===== src/design/st_settings.svh =====
// st bus glue settings
// widths, bus error timeout, autovector bytes and memory map codes
`ifndef ST_SETTINGS_SVH
`define ST_SETTINGS_SVH

`define ST_ADDR_W      23         // word address, byte address bits 23..1
`define ST_DATA_W      16
`define ST_BERR_CNT_W  4

// cpu slots without dtack before bus error
`define ST_BERR_LIMIT  7

// vectors for the levels the st autovectors
`define ST_VEC_VBI     8'h1c
`define ST_VEC_HBI     8'h1a

// io page and irq ack page, upper byte address bits
`define ST_IO_PAGE     8'hff      // bits 23..16
`define ST_IACK_PAGE   20'hfffff  // bits 23..4
`define ST_IACK_HBI    3'd2
`define ST_IACK_VBI    3'd4
`define ST_IACK_MFP    3'd6

// device bases inside the io page, low 16 bits
`define ST_MMU_BASE    16'h8000
`define ST_VREG_BASE   16'h8200
`define ST_DMA_BASE    16'h8600
`define ST_PSG_BASE    16'h8800
`define ST_MFP_BASE    16'hfa00
`define ST_ACIA_BASE   16'hfc00

`endif


===== src/design/st_bus_pkg.sv =====
// st bus types
// addresses, data words, bus slots, io selects and memory size codes
`include "st_settings.svh"

package st_bus_pkg;

	typedef logic [`ST_ADDR_W-1:0] word_addr_t;  // byte address bits 23..1
	typedef logic [`ST_DATA_W-1:0] bus_data_t;

	// one slot per clk_8 cycle, four per round
	typedef enum logic [1:0] {
		slot_video = 2'd0,
		slot_cpu   = 2'd1,
		slot_io    = 2'd2,
		slot_spare = 2'd3
	} bus_slot_t;

	// encoded select for the peripheral side
	typedef enum logic [2:0] {
		dev_none, dev_mmu, dev_vreg, dev_mfp,
		dev_acia, dev_psg, dev_dma, dev_mfp_iack
	} io_dev_t;

	// same codes as the old memory size field
	typedef enum logic [2:0] {
		mem_512k = 3'd0,
		mem_1m   = 3'd1,
		mem_2m   = 3'd2,
		mem_4m   = 3'd3,
		mem_8m   = 3'd4,
		mem_14m  = 3'd5
	} mem_cfg_t;

endpackage


===== src/design/st_irq_pkg.sv =====
// st interrupt types
// 68000 priority level and vector byte

package st_irq_pkg;

	// ipl lines as seen by the cpu, active low
	// 111 idle, 101 hbi, 011 vbi, 001 mfp
	typedef logic [2:0] ipl_t;

	// vector number returned in the low byte of an ack cycle
	typedef logic [7:0] irq_vec_t;

endpackage


===== src/design/bus_slot_sequencer.sv =====
// bus slot sequencer
// four slot round video/cpu/io/spare, samples the cpu address strobe
`timescale 1ns/100ps
`include "st_settings.svh"

module bus_slot_sequencer (
	input  logic                  clk_8,
	input  logic                  pll_locked,
	input  logic                  cpu_as_n,
	input  logic                  bus_req,
	output st_bus_pkg::bus_slot_t bus_slot,
	output logic                  cpu_strobe
);
	import st_bus_pkg::*;

	always_ff @(posedge clk_8 or negedge pll_locked) begin
		if (!pll_locked) begin
			bus_slot   <= slot_video;
			cpu_strobe <= 1'b0;
		end else begin
			bus_slot <= bus_slot_t'(bus_slot + 2'd1);  // wraps spare -> video
			// taken at end of video slot, so only high in the cpu slot
			cpu_strobe <= (bus_slot == slot_video) && !cpu_as_n && !bus_req;
		end
	end

	a_slot_step: assert property (@(posedge clk_8) disable iff (!pll_locked)
		1'b1 |=> bus_slot == bus_slot_t'($past(bus_slot) + 2'd1));

	a_strobe_slot: assert property (@(posedge clk_8) disable iff (!pll_locked)
		cpu_strobe |-> bus_slot == slot_cpu);

endmodule


===== src/design/cpu_bus_arbiter.sv =====
// st-ram arbiter
// shares ram between video and cpu slots, muxes cpu read data
`timescale 1ns/100ps
`include "st_settings.svh"

module cpu_bus_arbiter (
	input  st_bus_pkg::bus_slot_t  bus_slot,
	input  logic                   cpu_strobe,
	input  st_bus_pkg::word_addr_t cpu_addr,
	input  logic                   cpu_rw,
	input  logic                   cpu_uds_n,
	input  logic                   cpu_lds_n,
	input  logic                   mem_hit,
	input  logic                   ram_write_ok,
	input  st_bus_pkg::word_addr_t video_addr,
	input  logic                   video_read,
	input  st_bus_pkg::bus_data_t  ram_rdata,
	input  st_bus_pkg::bus_data_t  periph_rdata,
	input  st_irq_pkg::irq_vec_t   auto_vec,
	output st_bus_pkg::word_addr_t ram_addr,
	output logic                   ram_oe_n,
	output logic                   ram_we_n,
	output logic                   ram_uds_n,
	output logic                   ram_lds_n,
	output st_bus_pkg::bus_data_t  cpu_rdata
);
	import st_bus_pkg::*;

	always_comb begin
		ram_addr  = cpu_addr;
		ram_uds_n = cpu_uds_n;
		ram_lds_n = cpu_lds_n;
		ram_oe_n  = 1'b1;
		ram_we_n  = 1'b1;
		case (bus_slot)
			slot_video: begin
				ram_addr  = video_addr;
				ram_uds_n = 1'b0;           // video always fetches full words
				ram_lds_n = 1'b0;
				ram_oe_n  = !video_read;
			end
			slot_cpu: begin
				ram_oe_n = !(cpu_strobe && cpu_rw && mem_hit);
				ram_we_n = !(cpu_strobe && !cpu_rw && mem_hit && ram_write_ok);
			end
			default: ;                      // io and spare slots leave ram idle
		endcase
	end

	// vector only ever lands in the low byte
	assign cpu_rdata = mem_hit ? ram_rdata :
		(periph_rdata | {{(`ST_DATA_W-8){1'b0}}, auto_vec});

endmodule


===== src/design/dtack_berr_unit.sv =====
// dtack and bus error unit
// dtack for decoded accesses, timeout to bus error, bus error count
`timescale 1ns/100ps
`include "st_settings.svh"

module dtack_berr_unit (
	input  logic                      clk_8,
	input  logic                      pll_locked,
	input  st_bus_pkg::bus_slot_t     bus_slot,
	input  logic                      cpu_strobe,
	input  logic                      cpu_as_n,
	input  logic                      bus_req,
	input  logic                      mem_hit,
	input  logic                      io_hit,
	input  logic                      cpu_clr_berr,
	output logic                      cpu_dtack_n,
	output logic                      cpu_berr,
	output logic [`ST_BERR_CNT_W-1:0] berr_count
);
	import st_bus_pkg::*;

	logic       dtack;
	logic [2:0] timeout;     // cpu slots without dtack
	logic       berr_d;

	assign dtack       = cpu_strobe && (mem_hit || io_hit) && !bus_req;
	assign cpu_dtack_n = !dtack;
	assign cpu_berr    = (timeout == 3'(`ST_BERR_LIMIT));

	always_ff @(posedge clk_8 or negedge pll_locked) begin
		if (!pll_locked) begin
			timeout <= '0;
		end else if (cpu_clr_berr) begin
			timeout <= '0;                  // exception taken, release berr
		end else if (!cpu_berr) begin
			if (bus_req)
				timeout <= '0;              // cpu just waits while halted
			else if (bus_slot == slot_cpu)
				timeout <= (cpu_as_n || dtack) ? 3'd0 : timeout + 3'd1;
		end
	end

	// debug count, one step per bus error
	always_ff @(posedge clk_8 or negedge pll_locked) begin
		if (!pll_locked) begin
			berr_d     <= 1'b0;
			berr_count <= '0;
		end else begin
			berr_d <= cpu_berr;
			if (cpu_berr && !berr_d)
				berr_count <= berr_count + 1'b1;
		end
	end

	a_dtack_berr: assert property (@(posedge clk_8) disable iff (!pll_locked)
		!(dtack && cpu_berr));

	a_br_hold: assert property (@(posedge clk_8) disable iff (!pll_locked)
		(bus_req && !cpu_berr) |-> cpu_dtack_n ##1 (timeout == 3'd0));

endmodule


===== src/design/interrupt_controller.sv =====
// interrupt controller
// vbi/hbi from sync edges, ipl priority encode, st autovectors
`timescale 1ns/100ps
`include "st_settings.svh"

module interrupt_controller (
	input  logic                 clk_8,
	input  logic                 pll_locked,
	input  logic                 vsync,
	input  logic                 hsync,
	input  logic                 mfp_irq,
	input  logic [2:0]           iack_level,
	output st_irq_pkg::ipl_t     cpu_ipl_n,
	output st_irq_pkg::irq_vec_t auto_vec
);
	import st_irq_pkg::*;

	// bit 0 is vsync/vbi, bit 1 hsync/hbi
	logic [1:0] sync_1, sync_2, sync_3;
	logic [1:0] pulse;
	logic [1:0] pend;
	logic [1:0] ack;
	ipl_t       ipl_next;

	assign ack = {iack_level == `ST_IACK_HBI, iack_level == `ST_IACK_VBI};

	always_ff @(posedge clk_8 or negedge pll_locked) begin
		if (!pll_locked) begin
			sync_1    <= '0;
			sync_2    <= '0;
			sync_3    <= '0;
			pulse     <= '0;
			pend      <= '0;
			cpu_ipl_n <= 3'b111;
		end else begin
			sync_1    <= {hsync, vsync};
			sync_2    <= sync_1;
			sync_3    <= sync_2;
			pulse     <= sync_2 & ~sync_3;   // rising edge, one cycle
			pend      <= (pend | pulse) & ~ack;  // ack wins over a new edge
			cpu_ipl_n <= ipl_next;
		end
	end

	// ipl[0] stays high, as on the real machine
	always_comb begin
		if (mfp_irq)
			ipl_next = 3'b001;   // level 6
		else if (pend[0])
			ipl_next = 3'b011;   // level 4
		else if (pend[1])
			ipl_next = 3'b101;   // level 2
		else
			ipl_next = 3'b111;
	end

	always_comb begin
		case (iack_level)
			`ST_IACK_VBI: auto_vec = `ST_VEC_VBI;
			`ST_IACK_HBI: auto_vec = `ST_VEC_HBI;
			default:      auto_vec = 8'h00;  // mfp gives its own vector
		endcase
	end

	a_ipl_legal: assert property (@(posedge clk_8) disable iff (!pll_locked)
		cpu_ipl_n inside {3'b001, 3'b011, 3'b101, 3'b111});

endmodule


===== src/design/st_address_decoder.sv =====
// st address decoder
// memory map hits, io device select and irq ack level
`timescale 1ns/100ps
`include "st_settings.svh"

module st_address_decoder (
	input  st_bus_pkg::word_addr_t cpu_addr,
	input  logic                   cpu_rw,      // 1 = read
	input  logic                   cpu_strobe,
	input  st_bus_pkg::mem_cfg_t   mem_cfg,
	output logic                   mem_hit,
	output logic                   ram_write_ok,
	output logic                   io_hit,
	output st_bus_pkg::io_dev_t    periph_sel,
	output logic [2:0]             iack_level
);
	import st_bus_pkg::*;

	logic [`ST_ADDR_W:0] byte_addr;
	logic ram14, tos256, tos192, cart;
	logic io_page, iack_page, auto_iack;
	io_dev_t io_dev;

	assign byte_addr = {cpu_addr, 1'b0};

	// st-ram decode, anything below 0xe00000
	assign ram14  = (byte_addr[23:22] != 2'b11) || (byte_addr[23:21] == 3'b110);
	assign tos256 = (byte_addr[23:18] == 6'b111000);                  // e00000-e3ffff
	assign tos192 = (byte_addr[23:17] == 7'b1111110) ||
		(byte_addr[23:16] == 8'hfe);                                  // fc0000-feffff
	assign cart   = (byte_addr[23:17] == 7'b1111101);                 // fa0000-fbffff

	// rom and cartridge are read only
	assign mem_hit = ram14 || (cpu_rw && (tos256 || tos192 || cart));

	// writes only reach the fitted ram
	assign ram_write_ok = (byte_addr[23:22] == 2'b00) ||
		((byte_addr[23:22] == 2'b01) && ((mem_cfg == mem_8m) || (mem_cfg == mem_14m))) ||
		(((byte_addr[23:22] == 2'b10) || (byte_addr[23:21] == 3'b110)) &&
		 (mem_cfg == mem_14m));

	assign io_page   = (byte_addr[23:16] == `ST_IO_PAGE);
	assign iack_page = (byte_addr[23:4] == `ST_IACK_PAGE);
	assign auto_iack = iack_page &&
		((byte_addr[3:1] == `ST_IACK_VBI) || (byte_addr[3:1] == `ST_IACK_HBI));

	always_comb begin
		io_dev = dev_none;
		if (iack_page) begin
			if (byte_addr[3:1] == `ST_IACK_MFP)
				io_dev = dev_mfp_iack;       // mfp supplies its own vector
		end else if (io_page) begin
			if ({byte_addr[15:1], 1'b0} == `ST_MMU_BASE)
				io_dev = dev_mmu;
			else if ({byte_addr[15:7], 7'd0} == `ST_VREG_BASE)
				io_dev = dev_vreg;
			else if ({byte_addr[15:4], 4'd0} == `ST_DMA_BASE)
				io_dev = dev_dma;
			else if ({byte_addr[15:8], 8'd0} == `ST_PSG_BASE)
				io_dev = dev_psg;
			else if ({byte_addr[15:6], 6'd0} == `ST_MFP_BASE)
				io_dev = dev_mfp;
			else if ({byte_addr[15:8], 8'd0} == `ST_ACIA_BASE)
				io_dev = dev_acia;
		end
	end

	assign periph_sel = cpu_strobe ? io_dev : dev_none;
	assign io_hit     = cpu_strobe && ((io_dev != dev_none) || auto_iack);
	assign iack_level = (cpu_strobe && iack_page) ? byte_addr[3:1] : 3'd0;

endmodule


===== src/design/st_bus_glue.sv =====
// st bus glue top
// slot sequencer, decoder, ram arbiter, dtack/berr and interrupts
`timescale 1ns/100ps
`include "st_settings.svh"

module st_bus_glue (
	input  logic                      clk_8,
	input  logic                      pll_locked,
	input  st_bus_pkg::word_addr_t    cpu_addr,
	input  logic                      cpu_rw,
	input  logic                      cpu_as_n,
	input  logic                      cpu_uds_n,
	input  logic                      cpu_lds_n,
	input  logic                      cpu_clr_berr,
	input  st_bus_pkg::mem_cfg_t      mem_cfg,
	input  logic                      bus_req,
	input  st_bus_pkg::word_addr_t    video_addr,
	input  logic                      video_read,
	input  logic                      vsync,
	input  logic                      hsync,
	input  st_bus_pkg::bus_data_t     ram_rdata,
	input  st_bus_pkg::bus_data_t     periph_rdata,   // or of all device reads
	input  logic                      mfp_irq,
	output logic                      cpu_dtack_n,
	output logic                      cpu_berr,
	output st_irq_pkg::ipl_t          cpu_ipl_n,
	output st_bus_pkg::bus_data_t     cpu_rdata,
	output st_bus_pkg::bus_slot_t     bus_slot,
	output st_bus_pkg::word_addr_t    ram_addr,
	output logic                      ram_oe_n,
	output logic                      ram_we_n,
	output logic                      ram_uds_n,
	output logic                      ram_lds_n,
	output st_bus_pkg::io_dev_t       periph_sel,
	output logic [`ST_BERR_CNT_W-1:0] berr_count
);
	import st_irq_pkg::*;

	logic       cpu_strobe;     // as_n sampled, high in cpu slot
	logic       mem_hit;
	logic       ram_write_ok;
	logic       io_hit;
	logic [2:0] iack_level;
	irq_vec_t   auto_vec;

	bus_slot_sequencer i_bus_slot_sequencer (
		.clk_8, .pll_locked, .cpu_as_n, .bus_req, .bus_slot, .cpu_strobe
	);

	st_address_decoder i_st_address_decoder (
		.cpu_addr, .cpu_rw, .cpu_strobe, .mem_cfg,
		.mem_hit, .ram_write_ok, .io_hit, .periph_sel, .iack_level
	);

	cpu_bus_arbiter i_cpu_bus_arbiter (
		.bus_slot, .cpu_strobe, .cpu_addr, .cpu_rw, .cpu_uds_n, .cpu_lds_n,
		.mem_hit, .ram_write_ok, .video_addr, .video_read, .ram_rdata,
		.periph_rdata, .auto_vec, .ram_addr, .ram_oe_n, .ram_we_n,
		.ram_uds_n, .ram_lds_n, .cpu_rdata
	);

	dtack_berr_unit i_dtack_berr_unit (
		.clk_8, .pll_locked, .bus_slot, .cpu_strobe, .cpu_as_n, .bus_req,
		.mem_hit, .io_hit, .cpu_clr_berr, .cpu_dtack_n, .cpu_berr, .berr_count
	);

	interrupt_controller i_interrupt_controller (
		.clk_8, .pll_locked, .vsync, .hsync, .mfp_irq, .iack_level,
		.cpu_ipl_n, .auto_vec
	);

endmodule


===== config.mk =====
export PLATFORM = sky130hd
export DESIGN_NAME = st_bus_glue
export DESIGN_NICKNAME = d
export VERILOG_FILES = /design/src/design/st_bus_pkg.sv /design/src/design/st_irq_pkg.sv /design/src/design/bus_slot_sequencer.sv /design/src/design/cpu_bus_arbiter.sv /design/src/design/dtack_berr_unit.sv /design/src/design/interrupt_controller.sv /design/src/design/st_address_decoder.sv /design/src/design/st_bus_glue.sv
export VERILOG_INCLUDE_DIRS = /design/src /design/src/design
export SDC_FILE = /design/constraint.sdc
export NUM_CORES = 1
export LEC_CHECK = 0
export BUFFER_PORTS_ARGS = -buffer_cell sky130_fd_sc_hd__buf_2
export CORE_UTILIZATION = 34
export DETAILED_ROUTE_END_ITERATION = 10
export GPL_ROUTABILITY_DRIVEN = 0
export GPL_TIMING_DRIVEN = 0
export PLACE_DENSITY_LB_ADDON = 0.25
export SLEW_MARGIN = 0
export SYNTH_ARGS = -nofsm -noshare
export SYNTH_HDL_FRONTEND = slang
export SYNTH_HIERARCHICAL = 1
export SYNTH_SLANG_ARGS = --single-unit

===== constraint.sdc =====
create_clock -name clk_8 -period 3.3 [get_ports clk_8]
set_input_delay 0.66 -clock clk_8 [delete_from_list [all_inputs] [get_ports clk_8]]
set_output_delay 0.66 -clock clk_8 [all_outputs]
set_load 0.01 [all_outputs]

==> run metrics <==
Critical Path, Cell by Cell=buf_2 > nand3_1 > o211ai_1 > o2111ai_1 > o31ai_1 > a21o_1 > buf_2 > buf_4 > mux2_2 > buf_2; Hold Path Class=input port to asynchronous set/reset pin; EDFF count, synth=0; Routed wire per std cell=approximately 12 µm; Final Max Tran Viols=0; Placement Setup Slack=between 200 and 300 ps; vias per cell=around 4.7; Worst VDD drop=between 0.3 and 0.4 mV; arrival time worst endpoint=2340 ps; DPL Wire Length=roughly 4.2 mm; vias in the first global route=between 1500 and 2000; Ports=150; CTS max path bufs=2; Setup TNS=0 ps; post-synthesis mux area share=20.2%; asr flop ratio synth=100%; Cells after Synth=188; pin count of the biggest net entering global routing=24; n_diodes=0; minimum clock period=approximately 3000 ps; metal3 WL=between 200 and 250 µm; Fmax achieved=~0.33 GHz; Die Y=approximately 76 µm; Max Used Layer=met4; placed inst area=approximately 2700 µm²; most used cell, CP=buf_2; fin worst setup slack=between 300 and 400 ps; P&R area growth vs syn=47.6%; syn avg cell area=9.90 µm²; register clock-pin slew on the reported worst setup and hold paths=around 80 ps; Most used DFF post-synth=dfrtp_1; Fin Hold WS=349 ps; CTS resizes=0; Initial Util=a little over a third; Crit. End Element=primary output; global-route congestion overflow total=0; Post-CTS Hold Fix Bufs=0; first drt pass iteration count=4; worst r2r dst=i_dtack_berr_unit/timeout[0]; initial antenna violation count=0; Final ANT Viol Nets=0; routed wl met2=~2.5 mm; Layout Skew=roughly 1.8 ps; Synth Area in Compound Gates=approximately 13%; GRT Util Overall=between 15 and 20%; clock root cell=clkbuf_8; CP max FO=10; max incr delay on CP=about 330 ps; Crit Reg-Reg Startpoint=i_dtack_berr_unit/timeout[0]; worst path bufs/invs=4; cts bufs inserted=3; Ys Warns=6; final instance area=2750 µm²; drt initial violations=42; leakage=~1.4 nW; first-pass GRT wire length=8.09 mm; CP max stage cell=mux2_2; final setup fails=0; Die W=76 µm; Clock Latency Late Sink=260 ps; Distinct cells, synth=48; DRC viols=0; Vias=~2000; Die ar.=5780 µm²; final hold violation count=0; final period utilization=between 90 and 100%; Setup Buffers After CTS=0; Adder-Cell Fraction of Synth Area=~2.7%; reg2reg path depth=5; wirelength, routed=approximately 4.9 mm; main combinational cell family by area after synthesis=simple AND/OR/NAND/NOR gates; simple-gate area share of the yosys netlist=between 20 and 30%; layout cell share with drive strength beyond 1=between 60% and 70%; #FFs+latches synth=23; WS Path Type=input port to primary output; status=finished clean; Post-Syn Area=1860 µm²; pwr/cell area=between 200 and 250 nW/µm²; delay-heaviest family, CP=buffers and inverters; clock net sink count=23; Core ar.=5200 µm²; H-tree Lvls=1; Max Cap Viol=0; RSZ-0062 raised after global routing=false; Met1 Routed Length=2.17 mm; CP Launch Type=input port; sequential fraction of the synthesis area=approximately 31%; CP Data Required Time=about 2600 ps; IO Port Bufs=between 100 and 150; # rows=26; XOR/XNOR share of the synthesized area=roughly 1.9%; nets=around 440; reg2reg setup slack=approximately 1300 ps; CTS tree=done
==> layout make-up <==
| type | count | area (µm²) |
|---|---|---|
| Multi-Input combinational cell | 153 | 1190 |
| Clock buffer | 3 | 41.3 |
| Fill cell | 513 | 2460 |
| Clock inverter | 1 | 5.00 |
| Buffer | 11 | 85.1 |
| Inverter | 4 | 15.0 |
| Timing Repair Buffer | 148 | 741 |
| Sequential cell | 23 | 578 |
| Tap cell | 70 | 87.6 |
==> Yosys cell counts (4+ instances only) <==
cell,instances,area (µm²)
nor2_1,16,60.1
nand4_1,5,31.3
inv_1,4,15.0
dfrtp_1,21,526
buf_4,7,52.6
mux2_2,31,349
nand3_1,5,25.0
and3_1,4,25.0
nor2b_1,7,43.8
nand2_1,18,67.6
ha_1,4,50.1
o21ai_0,9,45.0
==> per-layer routing <==
layer	track usage, %	vias up
li1	-	989
met1	21.1	892
met2	30.4	64
met3	1.32	4
met4	4.62	0
met5	0	-
==> through the flow <==
step                utilization [%]  cells  total power, W
detailed placement             51.9    409        0.000483
global route                   52.8    413        0.000684
global placement               51.9    409        0.000480
CTS                            52.8    413        0.000654
finish                         52.8    413        0.000643
floorplan                         -    191        0.000375
==> sequential cells by signal (all words and copies together), names as in the netlist <==
signal                            count
i_interrupt_controller/cpu_ipl_n      2
i_interrupt_controller/sync_1         2
i_dtack_berr_unit/berr_count          4
i_bus_slot_sequencer/bus_slot         2
i_interrupt_controller/sync_2         2
i_dtack_berr_unit/timeout             3
i_dtack_berr_unit/berr_d              1
i_bus_slot_sequencer/cpu_strobe       1
i_interrupt_controller/pulse          2
i_interrupt_controller/sync_3         2
i_interrupt_controller/pend           2
==> logic make-up after synthesis <==
family	count (synthesis)
AND/OR/NAND/NOR	77
multiplexers	33
AO/OA/AOI/OAI	30
flip-flops	23
buffers and inverters	15
adder cells (fa/ha/maj)	4
XOR/XNOR	4
other	2
==> how the worst max path moves through the flow <==
stage	startpoint	to	slack [ps]	cells past startpoint
global route	cpu_addr[22]	cpu_rdata[13]	120	10
global placement	cpu_addr[22]	cpu_rdata[14]	310	10
CTS	cpu_addr[22]	cpu_rdata[14]	280	10
finish	cpu_addr[22]	cpu_rdata[14]	300	10
detailed placement	cpu_addr[22]	cpu_rdata[14]	290	10
floorplan	cpu_addr[13]	cpu_rdata[4]	630	8
==> cell usage in the layout (no fill, tap or decap), drive strengths merged, types with 4 or more instances in the layout <==
master and instances:
and3 5, buf 159, conb 5, dfrtp 21, ha 4, inv 4
mux2 33, nand2 18, nand3 5, nand4 5, nor2 17, nor2b 7
nor3 4, nor4 4, o21ai 11
==> report_power, final <==
| group | internal [W] | switching (W) | total, W |
|---|---|---|---|
| Combinational | 0.0000978 | 0.0000878 | 0.000186 |
| Clock | 0.0000840 | 0.0000825 | 0.000167 |
| Sequential | 0.000288 | 0.00000254 | 0.000291 |
Note: power is estimated with default switching activity, not from simulation.
